<file path="src/common/icache_settings.svh">
`ifndef ICACHE_SETTINGS_SVH
`define ICACHE_SETTINGS_SVH

// geometry of the instruction cache

// byte address width seen by core and memory
`define ICACHE_ADDR_W 32

// sets per way, one tag and one line per set
`define ICACHE_SETS 64

// associativity
`define ICACHE_WAYS 2

// 32-bit words per line, so a 16-byte line
`define ICACHE_LINE_WORDS 4

`endif

</file>
<file path="src/common/icache_pkg.sv">
`default_nettype none

`include "icache_settings.svh"

package icache_pkg;

    // instruction word and byte offset inside it
    localparam int word_w = 32;
    localparam int byte_off_w = 2;

    // address field widths, low to high
    localparam int word_off_w = $clog2(`ICACHE_LINE_WORDS);
    localparam int line_off_w = word_off_w + byte_off_w;
    localparam int set_w = $clog2(`ICACHE_SETS);
    localparam int tag_w = `ICACHE_ADDR_W - set_w - line_off_w;

    // byte address, bits 1..0 taken as zero
    typedef logic [`ICACHE_ADDR_W-1:0] addr_t;
    typedef logic [word_w-1:0] word_t;

    // word 0 sits in the low bits of a line
    typedef logic [`ICACHE_LINE_WORDS*word_w-1:0] line_t;

    // address bits 9..4
    typedef logic [set_w-1:0] set_idx_t;
    // address bits 31..10
    typedef logic [tag_w-1:0] tag_t;
    // address bits 3..2
    typedef logic [word_off_w-1:0] word_off_t;

    // one bit per way, used for hits and for the fill victim
    typedef logic [`ICACHE_WAYS-1:0] way_mask_t;

endpackage

`default_nettype wire

</file>
<file path="src/fetch_port.sv">
`timescale 1ns/100ps
`default_nettype none

`include "icache_settings.svh"

// wishbone classic slave facing the core
// every ack is served from a cache hit; a miss refills and looks again
module fetch_port (
    input wire clk,
    input wire rst_n,
    input wire cyc,
    input wire stb,
    input wire we,
    input wire icache_pkg::addr_t adr,
    output icache_pkg::word_t rdata,
    output logic ack,
    output logic err,
    output logic lookup,
    output icache_pkg::addr_t lookup_adr,
    input wire hit,
    input wire miss,
    input wire icache_pkg::word_t hit_word,
    output logic refill_start,
    output icache_pkg::addr_t refill_adr,
    input wire refill_done,
    input wire icache_pkg::line_t refill_line,
    output logic fill,
    output icache_pkg::line_t fill_line
);

    import icache_pkg::*;

    typedef enum logic [2:0] {
        st_idle,
        st_look,
        st_refill,
        st_fill,
        st_relook
    } state_t;

    state_t state;
    addr_t adr_q;
    logic req_new;

    // core keeps cyc/stb up through the ack/err cycle, don't take it twice
    assign req_new = (state == st_idle) && cyc && stb && !ack && !err;

    always_ff @(posedge clk or negedge rst_n) begin
        if (!rst_n) begin
            state <= st_idle;
            ack <= 1'b0;
            err <= 1'b0;
        end else begin
            ack <= 1'b0;
            err <= 1'b0;
            case (state)
                st_idle: begin
                    // writes are refused without touching the cache
                    if (req_new && we) begin
                        err <= 1'b1;
                    end else if (req_new) begin
                        state <= st_look;
                    end
                end
                st_look: begin
                    if (hit) begin
                        ack <= 1'b1;
                        state <= st_idle;
                    end else if (miss) begin
                        state <= st_refill;
                    end
                end
                st_refill: begin
                    if (refill_done) begin
                        state <= st_fill;
                    end
                end
                st_fill: state <= st_relook;
                st_relook: state <= st_look;
                default: state <= st_idle;
            endcase
        end
    end

    // request address and returned word
    always_ff @(posedge clk) begin
        if (req_new) begin
            adr_q <= adr;
        end
        if (state == st_look && hit) begin
            rdata <= hit_word;
        end
    end

    // first lookup goes out in the request cycle, straight from adr
    assign lookup = (req_new && !we) || (state == st_relook);
    assign lookup_adr = (state == st_idle) ? adr : adr_q;

    // refill starts off the miss itself
    assign refill_start = (state == st_look) && miss;
    assign refill_adr = {adr_q[`ICACHE_ADDR_W-1:line_off_w], {line_off_w{1'b0}}};

    // refill master holds its line until the next refill
    assign fill = (state == st_fill);
    assign fill_line = refill_line;

    // completion only inside a live bus cycle
    a_resp_in_cycle: assert property (@(posedge clk) disable iff (!rst_n)
        (ack || err) |-> (cyc && stb));

    // ack or err lasts a single cycle while the core still holds stb
    a_resp_pulse: assert property (@(posedge clk) disable iff (!rst_n)
        (ack || err) |=> !(ack || err));

endmodule

`default_nettype wire

</file>
<file path="config.mk">
export PLATFORM = sky130hd
export DESIGN_NAME = fetch_port
export DESIGN_NICKNAME = d
export VERILOG_FILES = /design/src/common/icache_pkg.sv /design/src/fetch_port.sv
export VERILOG_INCLUDE_DIRS = /design/src /design/src/common
export SDC_FILE = /design/constraint.sdc
export NUM_CORES = 1
export LEC_CHECK = 0
export ABC_AREA = 1
export BUFFER_PORTS_ARGS = -buffer_cell sky130_fd_sc_hd__buf_2
export CORE_AREA = 2 2 168 170
export CTS_CLUSTER_SIZE = 20
export DETAILED_ROUTE_END_ITERATION = 8
export DIE_AREA = 0 0 170 172
export SETUP_SLACK_MARGIN = 0.4
export SYNTH_ARGS = -nofsm -noshare
export SYNTH_HDL_FRONTEND = slang
export SYNTH_SLANG_ARGS = --single-unit
export TNS_END_PERCENT = 20
</file>
<file path="constraint.sdc">
create_clock -name clk -period 2.3 [get_ports clk]
set_input_delay 0 -clock clk [delete_from_list [all_inputs] [get_ports clk]]
set_output_delay 0 -clock clk [all_outputs]
set_load 0.02 [all_outputs]
</file>
==> impl_metrics.csv <==
group,metric,value,unit
clocking,cts_root_buf,"clkbuf_16",
place,routabilityCongestion,0.736,
clocking,cts_tree,"built",
floorplanning,die_width,170,um
setup_path,end_kind,"primary output",
pwr,leakage,2.20,nW
setup_path,required,2300,ps
floorplanning,num_rows,61,
final_layout,fin_area,4990,um^2
sta,drv_slew,0,
floorplanning,die_h,172,um
pwr,powerDensity,1130,nW/um^2
clocking,cts_buffer_depth,2,
synthesis,synth_seq_cells,69,
final_layout,diodes,0,
grt,globalRouteOverflowTotal,0,
sta,clock_skew,16.5,ps
synthesis,seq_area_frac_synth,52.6,%
setup_path,worstPathArrival,1760,ps
setup_path,critPathMaxFanout,18,
sta,setup_slack,537,ps
place,dp_hpwl,8970,um
sta,holdWs,0.00778,ps
sta,grt_setup_unrepaired,"yes",
detailed_routing,avgViaCountPerCell,3.27,
floorplanning,dieArea,29200,um^2
clocking,cts_made_buffers,9,
grt,antenna_found_initial,0,
synthesis,ys_types,19,
grt,grt_pass1_wl,17300,um
sta,period_share,76.6,%
final_layout,area_growth,28.2,%
sta,finalSetupViolCount,0,
final_layout,fin_util,18.2,%
floorplanning,core,27500,um^2
flow_run,maxCapViolCount,0,
detailed_routing,vias,2652,
grt,grt_pass1_vias,2815,
detailed_routing,drt_iter0_markers,89,
final_layout,num-nets-final,661,
clocking,clock_latency,340,ps
detailed_routing,dr.pass1.iters,4,
sta,hold_viol_final,0,
synthesis,yosys_warnings,0,
final_layout,fin_cells,812,
sta,period_minus_slack,1760,ps
setup_path,critPathLaunchType,"register",
detailed_routing,routed_wl,12700,um
run_status,status,"complete, no violations",
place,io_buffer_count,168,
place,place_area,3950,um^2
floorplanning,ioPinCount,429,
synthesis,syn_avg_cell_area,10.5,um^2
final_layout,fillers,3079,
clocking,cts.sinks,69,
final_layout,drive_gt1_share,44.4,%
detailed_routing,drtAntennaViolNets,0,
setup_path,setup.worst_path.class,"register to primary output",
clocking,h-tree-depth,3,
synthesis,syn_area,3890,um^2
sta,fin_setup_tns,0,ps
detailed_routing,routedWlPerCell,15.7,um
pwr,ir_drop,0.435,mV
grt,grt_max_degree,34,
worst_hold_path,hold_class,"primary input to primary output",
detailed_routing,remaining_drc_errors,0,
sta,max_freq,0.567,GHz
floorplanning,start_util,14.2,%
pwr,total_power,5.63,mW
clocking,path_clk_slew,70,ps
synthesis,syn_inst,369,
place,dp.cells,724,
grt,grt_use_total,8.40,%
place,pre_cts_slack,617,ps
[registers in the layout, summed over array words and instances (netlist names)]
| register | cells |
|---|---|
| ack | 1 |
| err | 1 |
| state | 3 |
| adr_q | 32 |
| rdata | 32 |
[logic make-up after synthesis]
family	share of synthesized area [%]
AO/OA/AOI/OAI	0.515
other	0.0964
flip-flops	52.6
buffers and inverters	33.7
AND/OR/NAND/NOR	13.1
[cells in the mapped netlist (all sizes together)]
cell      n  share of area (%)
edfxtp   64                 49
nor2      8                1.2
o21ai     2               0.35
nor3      2               0.26
nand3b    1               0.19
dfrtp     5                3.2
nand2   105                 11
buf     166                 33
o22ai     1               0.16
conb      1              0.096
nand3     4               0.51
inv      10                1.1
[area by class of cell]
class                   count  area, um^2  share of cell area [%]
clock buffers              10         229                    4.59
multi-input cells         127         561                    11.2
inverters                  10        45.0                   0.903
clock inverters             6        70.1                    1.40
well taps                 346         433                    8.68
repair buffers            244        1600                    32.1
flip-flops and latches     69        2050                    41.1
[worst paths after layout]
| path | startpoint | endpoint | slack (ps) | cells past startpoint |
|---|---|---|---|---|
| max in group asynchronous | rst_n | state[2] | 2120 | 2 |
| min | refill_line[43] | fill_line[43] | 0.008 | 0 |
| min reg2reg | state[2] | state[2] | 520 | 1 |
| max | state[2] | lookup | 540 | 7 |
| min in group asynchronous | rst_n | state[2] | 30 | 2 |
| max reg2reg | state[2] | adr_q[22] | 660 | 5 |
[layer usage]
metal	routed length (um)	share of wire (%)	global-route usage [%]
met3	1660	13	4.58
met2	5870	46	13.8
met1	4190	33	7.58
met5	0	0	0
met4	1010	8.0	7.25
[timing repair]
item | 4_1_cts | 5_1_grt
resized for setup | 7 | 1
hold endpoints to repair | 72 | 0
buffers inserted | 2 | 0
hold buffers | 70 | 0
setup endpoints to repair | 8 | 21
pin swaps | 2 | 0
[cell usage in the layout (no fill, tap or decap), drive strengths merged]
cell,instances
inv,12
o21ai,2
nand2,105
nand3,4
clkbuf,10
dlygate4sd3,70
nand3b,1
bufinv,1
nor3,2
o22ai,1
clkinvlp,3
dfrtp,5
buf,174
conb,4
edfxtp,64
nor2,8
[worst max-delay path: stages (launching register included)]
cell	delay (ps)
dfrtp_2	450
nor2_4	180
nand2_8	150
nor2_4	170
buf_12	120
inv_1	40
o22ai_1	130
buf_4	170
[report_power, final]
group / total (mW) / switching, mW / internal, mW
combinational: 2.46 / 1.71 / 0.754
clock: 1.47 / 0.624 / 0.850
sequential: 1.69 / 0.0778 / 1.62
total: 5.63 / 2.41 / 3.22
(Power assumes the default switching activity.)
