## src/common/icache_settings.svh

```systemverilog
`ifndef ICACHE_SETTINGS_SVH
`define ICACHE_SETTINGS_SVH

// geometry of the instruction cache

// byte address width seen by core and memory
`define ICACHE_ADDR_W 32

// sets per way, one tag and one line per set
`define ICACHE_SETS 64

// associativity
`define ICACHE_WAYS 2

// 32-bit words per line, so a 16-byte line
`define ICACHE_LINE_WORDS 4

`endif

```

## src/common/icache_pkg.sv

```systemverilog
`default_nettype none

`include "icache_settings.svh"

package icache_pkg;

    // instruction word and byte offset inside it
    localparam int word_w = 32;
    localparam int byte_off_w = 2;

    // address field widths, low to high
    localparam int word_off_w = $clog2(`ICACHE_LINE_WORDS);
    localparam int line_off_w = word_off_w + byte_off_w;
    localparam int set_w = $clog2(`ICACHE_SETS);
    localparam int tag_w = `ICACHE_ADDR_W - set_w - line_off_w;

    // byte address, bits 1..0 taken as zero
    typedef logic [`ICACHE_ADDR_W-1:0] addr_t;
    typedef logic [word_w-1:0] word_t;

    // word 0 sits in the low bits of a line
    typedef logic [`ICACHE_LINE_WORDS*word_w-1:0] line_t;

    // address bits 9..4
    typedef logic [set_w-1:0] set_idx_t;
    // address bits 31..10
    typedef logic [tag_w-1:0] tag_t;
    // address bits 3..2
    typedef logic [word_off_w-1:0] word_off_t;

    // one bit per way, used for hits and for the fill victim
    typedef logic [`ICACHE_WAYS-1:0] way_mask_t;

endpackage

`default_nettype wire

```

## src/refill_master.sv

```systemverilog
`timescale 1ns/100ps
`default_nettype none

`include "icache_settings.svh"

// wishbone classic master, reads one line as four single-word beats
// cyc stays up for the whole line, stb is held through each wait
module refill_master (
    input wire clk,
    input wire rst_n,
    input wire refill_start,
    input wire icache_pkg::addr_t refill_adr,
    output logic refill_done,
    output icache_pkg::line_t refill_line,
    output logic m_cyc,
    output logic m_stb,
    output icache_pkg::addr_t m_adr,
    input wire icache_pkg::word_t m_rdata,
    input wire m_ack
);

    import icache_pkg::*;

    // beat counter doubles as the word offset on the bus
    logic active;
    word_off_t beat;
    logic last_beat;

    // line number of the refill, low bits are the beat
    logic [`ICACHE_ADDR_W-1:line_off_w] base;

    assign last_beat = (beat == word_off_t'(`ICACHE_LINE_WORDS - 1));

    // bus cycle control
    always_ff @(posedge clk or negedge rst_n) begin
        if (!rst_n) begin
            active <= 1'b0;
            beat <= '0;
            refill_done <= 1'b0;
        end else begin
            refill_done <= 1'b0;
            if (refill_start) begin
                active <= 1'b1;
                beat <= '0;
            end else if (active && m_ack) begin
                beat <= beat + 1'b1;
                // fourth ack closes the cycle
                if (last_beat) begin
                    active <= 1'b0;
                    refill_done <= 1'b1;
                end
            end
        end
    end

    // line base and assembled data
    always_ff @(posedge clk) begin
        if (refill_start) begin
            base <= refill_adr[`ICACHE_ADDR_W-1:line_off_w];
        end
        // words shift in from the top, so word 0 ends in the low bits
        if (active && m_ack) begin
            refill_line <= {m_rdata, refill_line[$bits(line_t)-1:word_w]};
        end
    end

    assign m_cyc = active;
    assign m_stb = active;
    // base + 0, 4, 8, 12
    assign m_adr = {base, beat, {byte_off_w{1'b0}}};

    // classic handshake, strobe and address held until ack
    a_hold_until_ack: assert property (@(posedge clk) disable iff (!rst_n)
        (m_stb && !m_ack) |=> (m_cyc && m_stb && $stable(m_adr)));

    // fetch port never starts a refill over a running one
    a_no_overlap: assert property (@(posedge clk) disable iff (!rst_n)
        refill_start |-> !m_cyc);

endmodule

`default_nettype wire

```

## config.mk

```make
export PLATFORM = sky130hd
export DESIGN_NAME = refill_master
export DESIGN_NICKNAME = d
export VERILOG_FILES = /design/src/common/icache_pkg.sv /design/src/refill_master.sv
export VERILOG_INCLUDE_DIRS = /design/src /design/src/common
export SDC_FILE = /design/constraint.sdc
export NUM_CORES = 1
export LEC_CHECK = 0
export ABC_AREA = 1
export BUFFER_PORTS_ARGS = -buffer_cell sky130_fd_sc_hd__buf_4
export CAP_MARGIN = 25
export CORE_ASPECT_RATIO = 0.9
export CORE_MARGIN = 2
export CORE_UTILIZATION = 50
export CTS_BUF_LIST = sky130_fd_sc_hd__clkbuf_2
export DETAILED_ROUTE_END_ITERATION = 8
export PLACE_DENSITY_LB_ADDON = 0.05
export RECOVER_POWER = 100
export SYNTH_ARGS = -nofsm -noshare
export SYNTH_HDL_FRONTEND = slang
export SYNTH_SLANG_ARGS = --single-unit
```

## constraint.sdc

```tcl
create_clock -name clk -period 6.55 [get_ports clk]
set_input_delay 0.655 -clock clk [delete_from_list [all_inputs] [get_ports clk]]
set_output_delay 0.655 -clock clk [all_outputs]
set_load 0.02 [all_outputs]
```

==> results of run 1 <==
-- cell type report --
cell class,count,area [um^2],area share
Sequential cell,160,4780,0.755
Timing Repair Buffer,226,1090,0.172
Tap cell,126,158,0.0249
Clock inverter,13,121,0.0191
Clock buffer,19,95.1,0.0150
Multi-Input combinational cell,16,83.8,0.0132
Inverter,2,8.76,0.00138
-- worst max-delay path, cell delays in order, from the launching register on --
cell,delay (ns)
dfrtp_1,0.48
nand2_1,0.22
clkinvlp_2,1.70
buf_4,1.03
-- through the flow --
step | util | power (mW) | hold WS (ns)
floorplan | - | 1.35 | 0.359
global placement | 0.700 | 1.49 | 0.429
detailed placement | 0.700 | 1.49 | 0.433
CTS | 0.724 | 1.97 | 0.0826
global route | 0.659 | 1.97 | 0.0629
finish | 0.659 | 1.89 | 0.164
-- registers in the layout, indices dropped and copies added, names as in the netlist --
register and count:
refill_line 128, base 28, beat 2, m_cyc 1
refill_done 1
-- repair_timing --
action / in CTS / in global routing
buffers inserted: 0 / 0
setup endpoints to repair: 0 / 0
hold endpoints to repair: 4 / 0
hold buffers: 1 / 0
-- routing by layer --
layer  wire length, um  global-route usage
met1              3200               0.189
met2              4630               0.279
met3              1100              0.0908
met4               163              0.0769
met5                 0                   0
-- report_power, final --
group / total (mW) / internal (mW) / switching (mW)
Clock: 0.480 / 0.170 / 0.310
Sequential: 1.23 / 1.20 / 0.0254
Combinational: 0.184 / 0.0470 / 0.137
Total: 1.89 / 1.42 / 0.473
-- synth_stat cells --
| master | count |
|---|---|
| inv_2 | 2 |
| nor2_1 | 2 |
| edfxtp_1 | 156 |
| nand2_2 | 2 |
| nand2_1 | 4 |
| nor2_2 | 1 |
| nand3_1 | 2 |
| buf_4 | 3 |
| nor2_4 | 1 |
| ha_1 | 1 |
| nand4_1 | 1 |
| dfrtp_1 | 4 |
| conb_1 | 1 |
-- logic make-up (layout without fill, tap and decap cells) --
| family | Yosys count | in the layout | synth area share |
|---|---|---|---|
| simple gates | 13 | 13 | 0.0140 |
| buf+inv | 5 | 260 | 0.00613 |
| flops | 160 | 160 | 0.977 |
| fa+ha+maj | 1 | 1 | 0.00255 |
| other cells | 1 | 2 | 0.000765 |
-- final timing paths --
check / from / end / cells past startpoint
min: m_rdata[31] / refill_line[127]$_DFFE_PP_ / 1
max: m_cyc$_DFFE_PN0P_ / refill_line[20]$_DFFE_PP_ / 3
max in group asynchronous: rst_n / beat[0]$_DFFE_PN0P_ / 2
max reg2reg: m_cyc$_DFFE_PN0P_ / refill_line[20]$_DFFE_PP_ / 3
min reg2reg: refill_line[115]$_DFFE_PP_ / refill_line[83]$_DFFE_PP_ / 0
min in group asynchronous: rst_n / refill_done$_DFF_PN0_ / 2
==> impl_metrics.tcl, run 1 <==
set metrics [dict create \
    outcome "finished, violations left" \
    violations "max-capacitance violations, max-slew violations" \
    clockBufferDepth 2 \
    yosysSeqAreaShare 0.977 \
    setup_ws_ns 2.71 \
    ff2ff_setup_slack_ns 2.71 \
    drv_cap 2 \
    hold_viol 0 \
    cts_max_level 4 \
    dieArea_um2 10600 \
    antenna_found_initial 0 \
    arrival_ns 4.14 \
    setup_tns_ns 0 \
    first_global_vias 2491 \
    cts.sinks 160 \
    yosys.area.top_type "edfxtp_1" \
    dp_slack_ns 3.92 \
    clk_pin_slew_ns 0.22 \
    gp_congestion 0.694 \
    mostFrequentLayoutCell "clkbuf_1" \
    fillers 792 \
    setup_violations 0 \
    drt-pass1-iter-count 5 \
    yosys-top-cells-area "edfxtp_1 96%, dfrtp_1 2.0%, buf_4 0.46%" \
    cp-start-kind "flop" \
    slew_viol_final 86 \
    synthesis.area_um2 4900 \
    critPathKind "flop to flop" \
    fmax_ghz 0.260 \
    drt_iter0_drc 119 \
    p_leak_nw 2.24 \
    viasPerCell 4.54 \
    yosysUniqueCellTypes 13 \
    fp.dieH_um 97.9 \
    fin_skew_ns 0.0349 \
    crit_fanout 76 \
    num_rows 34 \
    insertion_delay_ns 0.67 \
    period_share 0.586 \
    critPathCaptureType "flop" \
    ctsResizeCount 0 \
    dr_total_vias 2551 \
    syn_avg_cell_area_um2 27.2 \
    drive_gt1_frac 0.216 \
    io_pins 231 \
    numCtsBuffers 17 \
    worstMarginPinSlew_ns 2.17 \
    synth_seq_cells 160 \
    finalCriticalPeriod_ns 3.84 \
    worstHoldPathType "input pin to flop" \
    maxSlewHeadroom -0.456 \
    rsz0062_at_grt "false" \
    required_ns 6.85 \
    grt_pass1_wl_mm 13.0 \
    final_cell_area_um2 6340 \
    grt_max_degree 77 \
    yosysWarnings 0 \
    nNetsFinal 492 \
    dp_cells 529 \
    irDropWorstVdd_v 0.000178 \
    synth_top_area_frac 0.956 \
    place_area_um2 6730 \
    wl_per_cell_um 16.2 \
    hpwl_mm 6.57 \
    drc 0 \
    place.port_buffers 224 \
    ant_nets 0 \
    cts_tree "done" \
    syn_to_final_growth_pct 29.4 \
    overflow 0 \
    n_antenna_cell 0 \
    wirelength_mm 9.09 \
    die_x_um 108 \
    grt_usage 0.172 \
    power_density_nw_per_um2 299 \
    layout.cells.non_filler 562 \
    start_util 0.510 \
    synth_cells 180 \
    final_cell_mix "163 x clkbuf_1, 156 x edfxtp_1, 60 x clkbuf_4" \
    clockRootBuffer "clkbuf_2" \
    core_area_um2 9610 \
]
Power figures use the tool's default switching activity.
==> inputs of run 2 (changes only) <==
Settings changed: CORE_UTILIZATION 50 to 43.
Clock period 6.55 ns to 3.1 ns, I/O delays scaled along.
==> run 2 against run 1 <==
Net effect:
- the flow still finishes with violations (max-capacitance violations, max-slew violations)
- cell count up 16%
- global-route usage down 0.11 points
- design area up 10%
- die area up 16%
- critical endpoint is now m_cyc$_DFFE_PN0P_
- largest cell class unchanged
- largest power group unchanged
==> impl_metrics.tcl, run 2 (synthesis results as in run 1) <==
set metrics [dict create \
    outcome "finished, violations left" \
    violations "max-capacitance violations, max-slew violations" \
    drt-pass1-iter-count 6 \
    syn_to_final_growth_pct 42.7 \
    crit_fanout 31 \
    worstMarginPinSlew_ns 1.62 \
    n_antenna_cell 0 \
    antenna_found_initial 0 \
    hpwl_mm 6.96 \
    fin_skew_ns 0.0243 \
    grt_max_degree 75 \
    slew_viol_final 32 \
    drv_cap 1 \
    cts_tree "done" \
    layout.cells.non_filler 652 \
    viasPerCell 4.33 \
    dp_slack_ns 1.44 \
    slowest_stage "clkbuf_1" \
    regMostFlops "refill_line" \
    io_pins 231 \
    post-cts-setup-buffers 0 \
    wl_per_cell_um 16.1 \
    critPathKind "input pin to flop" \
    worstSetupPathDepth 6 \
    final_cell_mix "162 x clkbuf_1, 156 x edfxtp_1, 64 x dlygate4sd3_1" \
    reg2reg_from "m_cyc$_DFFE_PN0P_" \
    setup_violations 0 \
    power_density_nw_per_um2 569 \
    die_x_um 117 \
    path_cells "dlygate4sd3_1 -> clkbuf_1 -> inv_1 -> nand2_1 -> nor2_4 -> nor2_2" \
    mostFrequentLayoutCell "clkbuf_1" \
    num_rows 36 \
    core_area_um2 10900 \
    first_global_vias 2837 \
    drive_gt1_frac 0.186 \
    required_ns 3.71 \
    gp_congestion 0.731 \
    nNetsFinal 556 \
    grt_pass1_wl_mm 15.1 \
    reg2reg_depth 3 \
    max_stage_delay_ns 1.17 \
    ant_nets 0 \
    clockBufferDepth 2 \
    fmax_ghz 0.484 \
    setup_tns_ns 0 \
    start_util 0.448 \
    hold_viol 0 \
    period_share 0.667 \
    insertion_delay_ns 0.67 \
    grt_usage 0.171 \
    cp_num_buf_inv 3 \
    overflow 0 \
    worstHoldPathType "input pin to flop" \
    crit_end "m_cyc$_DFFE_PN0P_" \
    numCtsBuffers 17 \
    cp-start-kind "input pin" \
    drc 0 \
    reg_top3 "refill_line x128, base x28, beat x2" \
    rsz0062_at_grt "false" \
    ff2ff_setup_slack_ns 1.33 \
    cts_max_level 4 \
    p_leak_nw 2.51 \
    fp.dieH_um 105 \
    irDropWorstVdd_v 0.000380 \
    dp_cells 556 \
    dieArea_um2 12300 \
    setup_ws_ns 1.03 \
    place.port_buffers 224 \
    largest_register_ffs 128 \
    maxSlewHeadroom -0.0819 \
    wirelength_mm 10.5 \
    clk_pin_slew_ns 0.20 \
    rr_endpoint "refill_line[60]$_DFFE_PP_" \
    finalCriticalPeriod_ns 2.07 \
    arrival_ns 2.67 \
    drt_iter0_drc 167 \
    crit_start "refill_start" \
    critPathCaptureType "flop" \
    dr_total_vias 2823 \
    cts.sinks 160 \
    clockRootBuffer "clkbuf_2" \
    cp_top_family "buffers and inverters" \
]
[run 2: timing repair]
action	in CTS	in global routing
setup endpoints to repair	0	0
gates resized for setup	0	0
hold endpoints to repair	68	28
hold buffers	63	1
[run 2: cell type report]
type / instances / area, um^2
inverter: 2 / 10.0
multi-input combinational: 16 / 83.8
clock inverter: 10 / 70.1
clock buffer: 22 / 110
timing repair buffer: 290 / 1740
sequential: 160 / 4780
tap: 152 / 190
fill: 920 / 3960
[run 2: worst min-delay path by stage]
stage | from | end | slack [ns] | cells after the start
final | m_rdata[3] | refill_line[99]$_DFFE_PP_ | 0.36 | 2
after global routing | m_rdata[3] | refill_line[99]$_DFFE_PP_ | 0.22 | 2
after CTS | refill_start | base[4]$_DFFE_PP_ | 0.01 | 1
after detailed placement | rst_n | m_cyc$_DFFE_PN0P_ | 0.11 | 1
after global placement | rst_n | refill_done$_DFF_PN0_ | 0.11 | 1
after floorplan | rst_n | beat[0]$_DFFE_PN0P_ | 0.01 | 0
[run 2: report_power, final]
group / leakage [nW] / switching [mW] / internal (mW)
combinational: 0.815 / 0.310 / 0.155
sequential: 1.57 / 0.0551 / 2.54
clock: 0.123 / 0.632 / 0.286
[run 2: routing by layer]
| metal | global-route usage | vias to the layer above | routed length [um] |
|---|---|---|---|
| met5 | 0 | - | 0 |
| met2 | 0.288 | 137 | 5410 |
| met1 | 0.177 | 1352 | 3870 |
| met3 | 0.102 | 10 | 1120 |
| met4 | 0.0544 | 0 | 97 |
| li1 | - | 1324 | - |
[run 2: per-stage QoR]
stage / instance area [um^2] / util / hold WS [ns] / power [mW]
global route: 6990 / 0.639 / 0.216 / 4.16
global placement: 6780 / 0.620 / 0.109 / 3.15
floorplan: 4900 / - / 0.0144 / 2.86
detailed placement: 6780 / 0.620 / 0.111 / 3.16
CTS: 7590 / 0.694 / 0.0103 / 4.14
finish: 6990 / 0.639 / 0.358 / 3.98
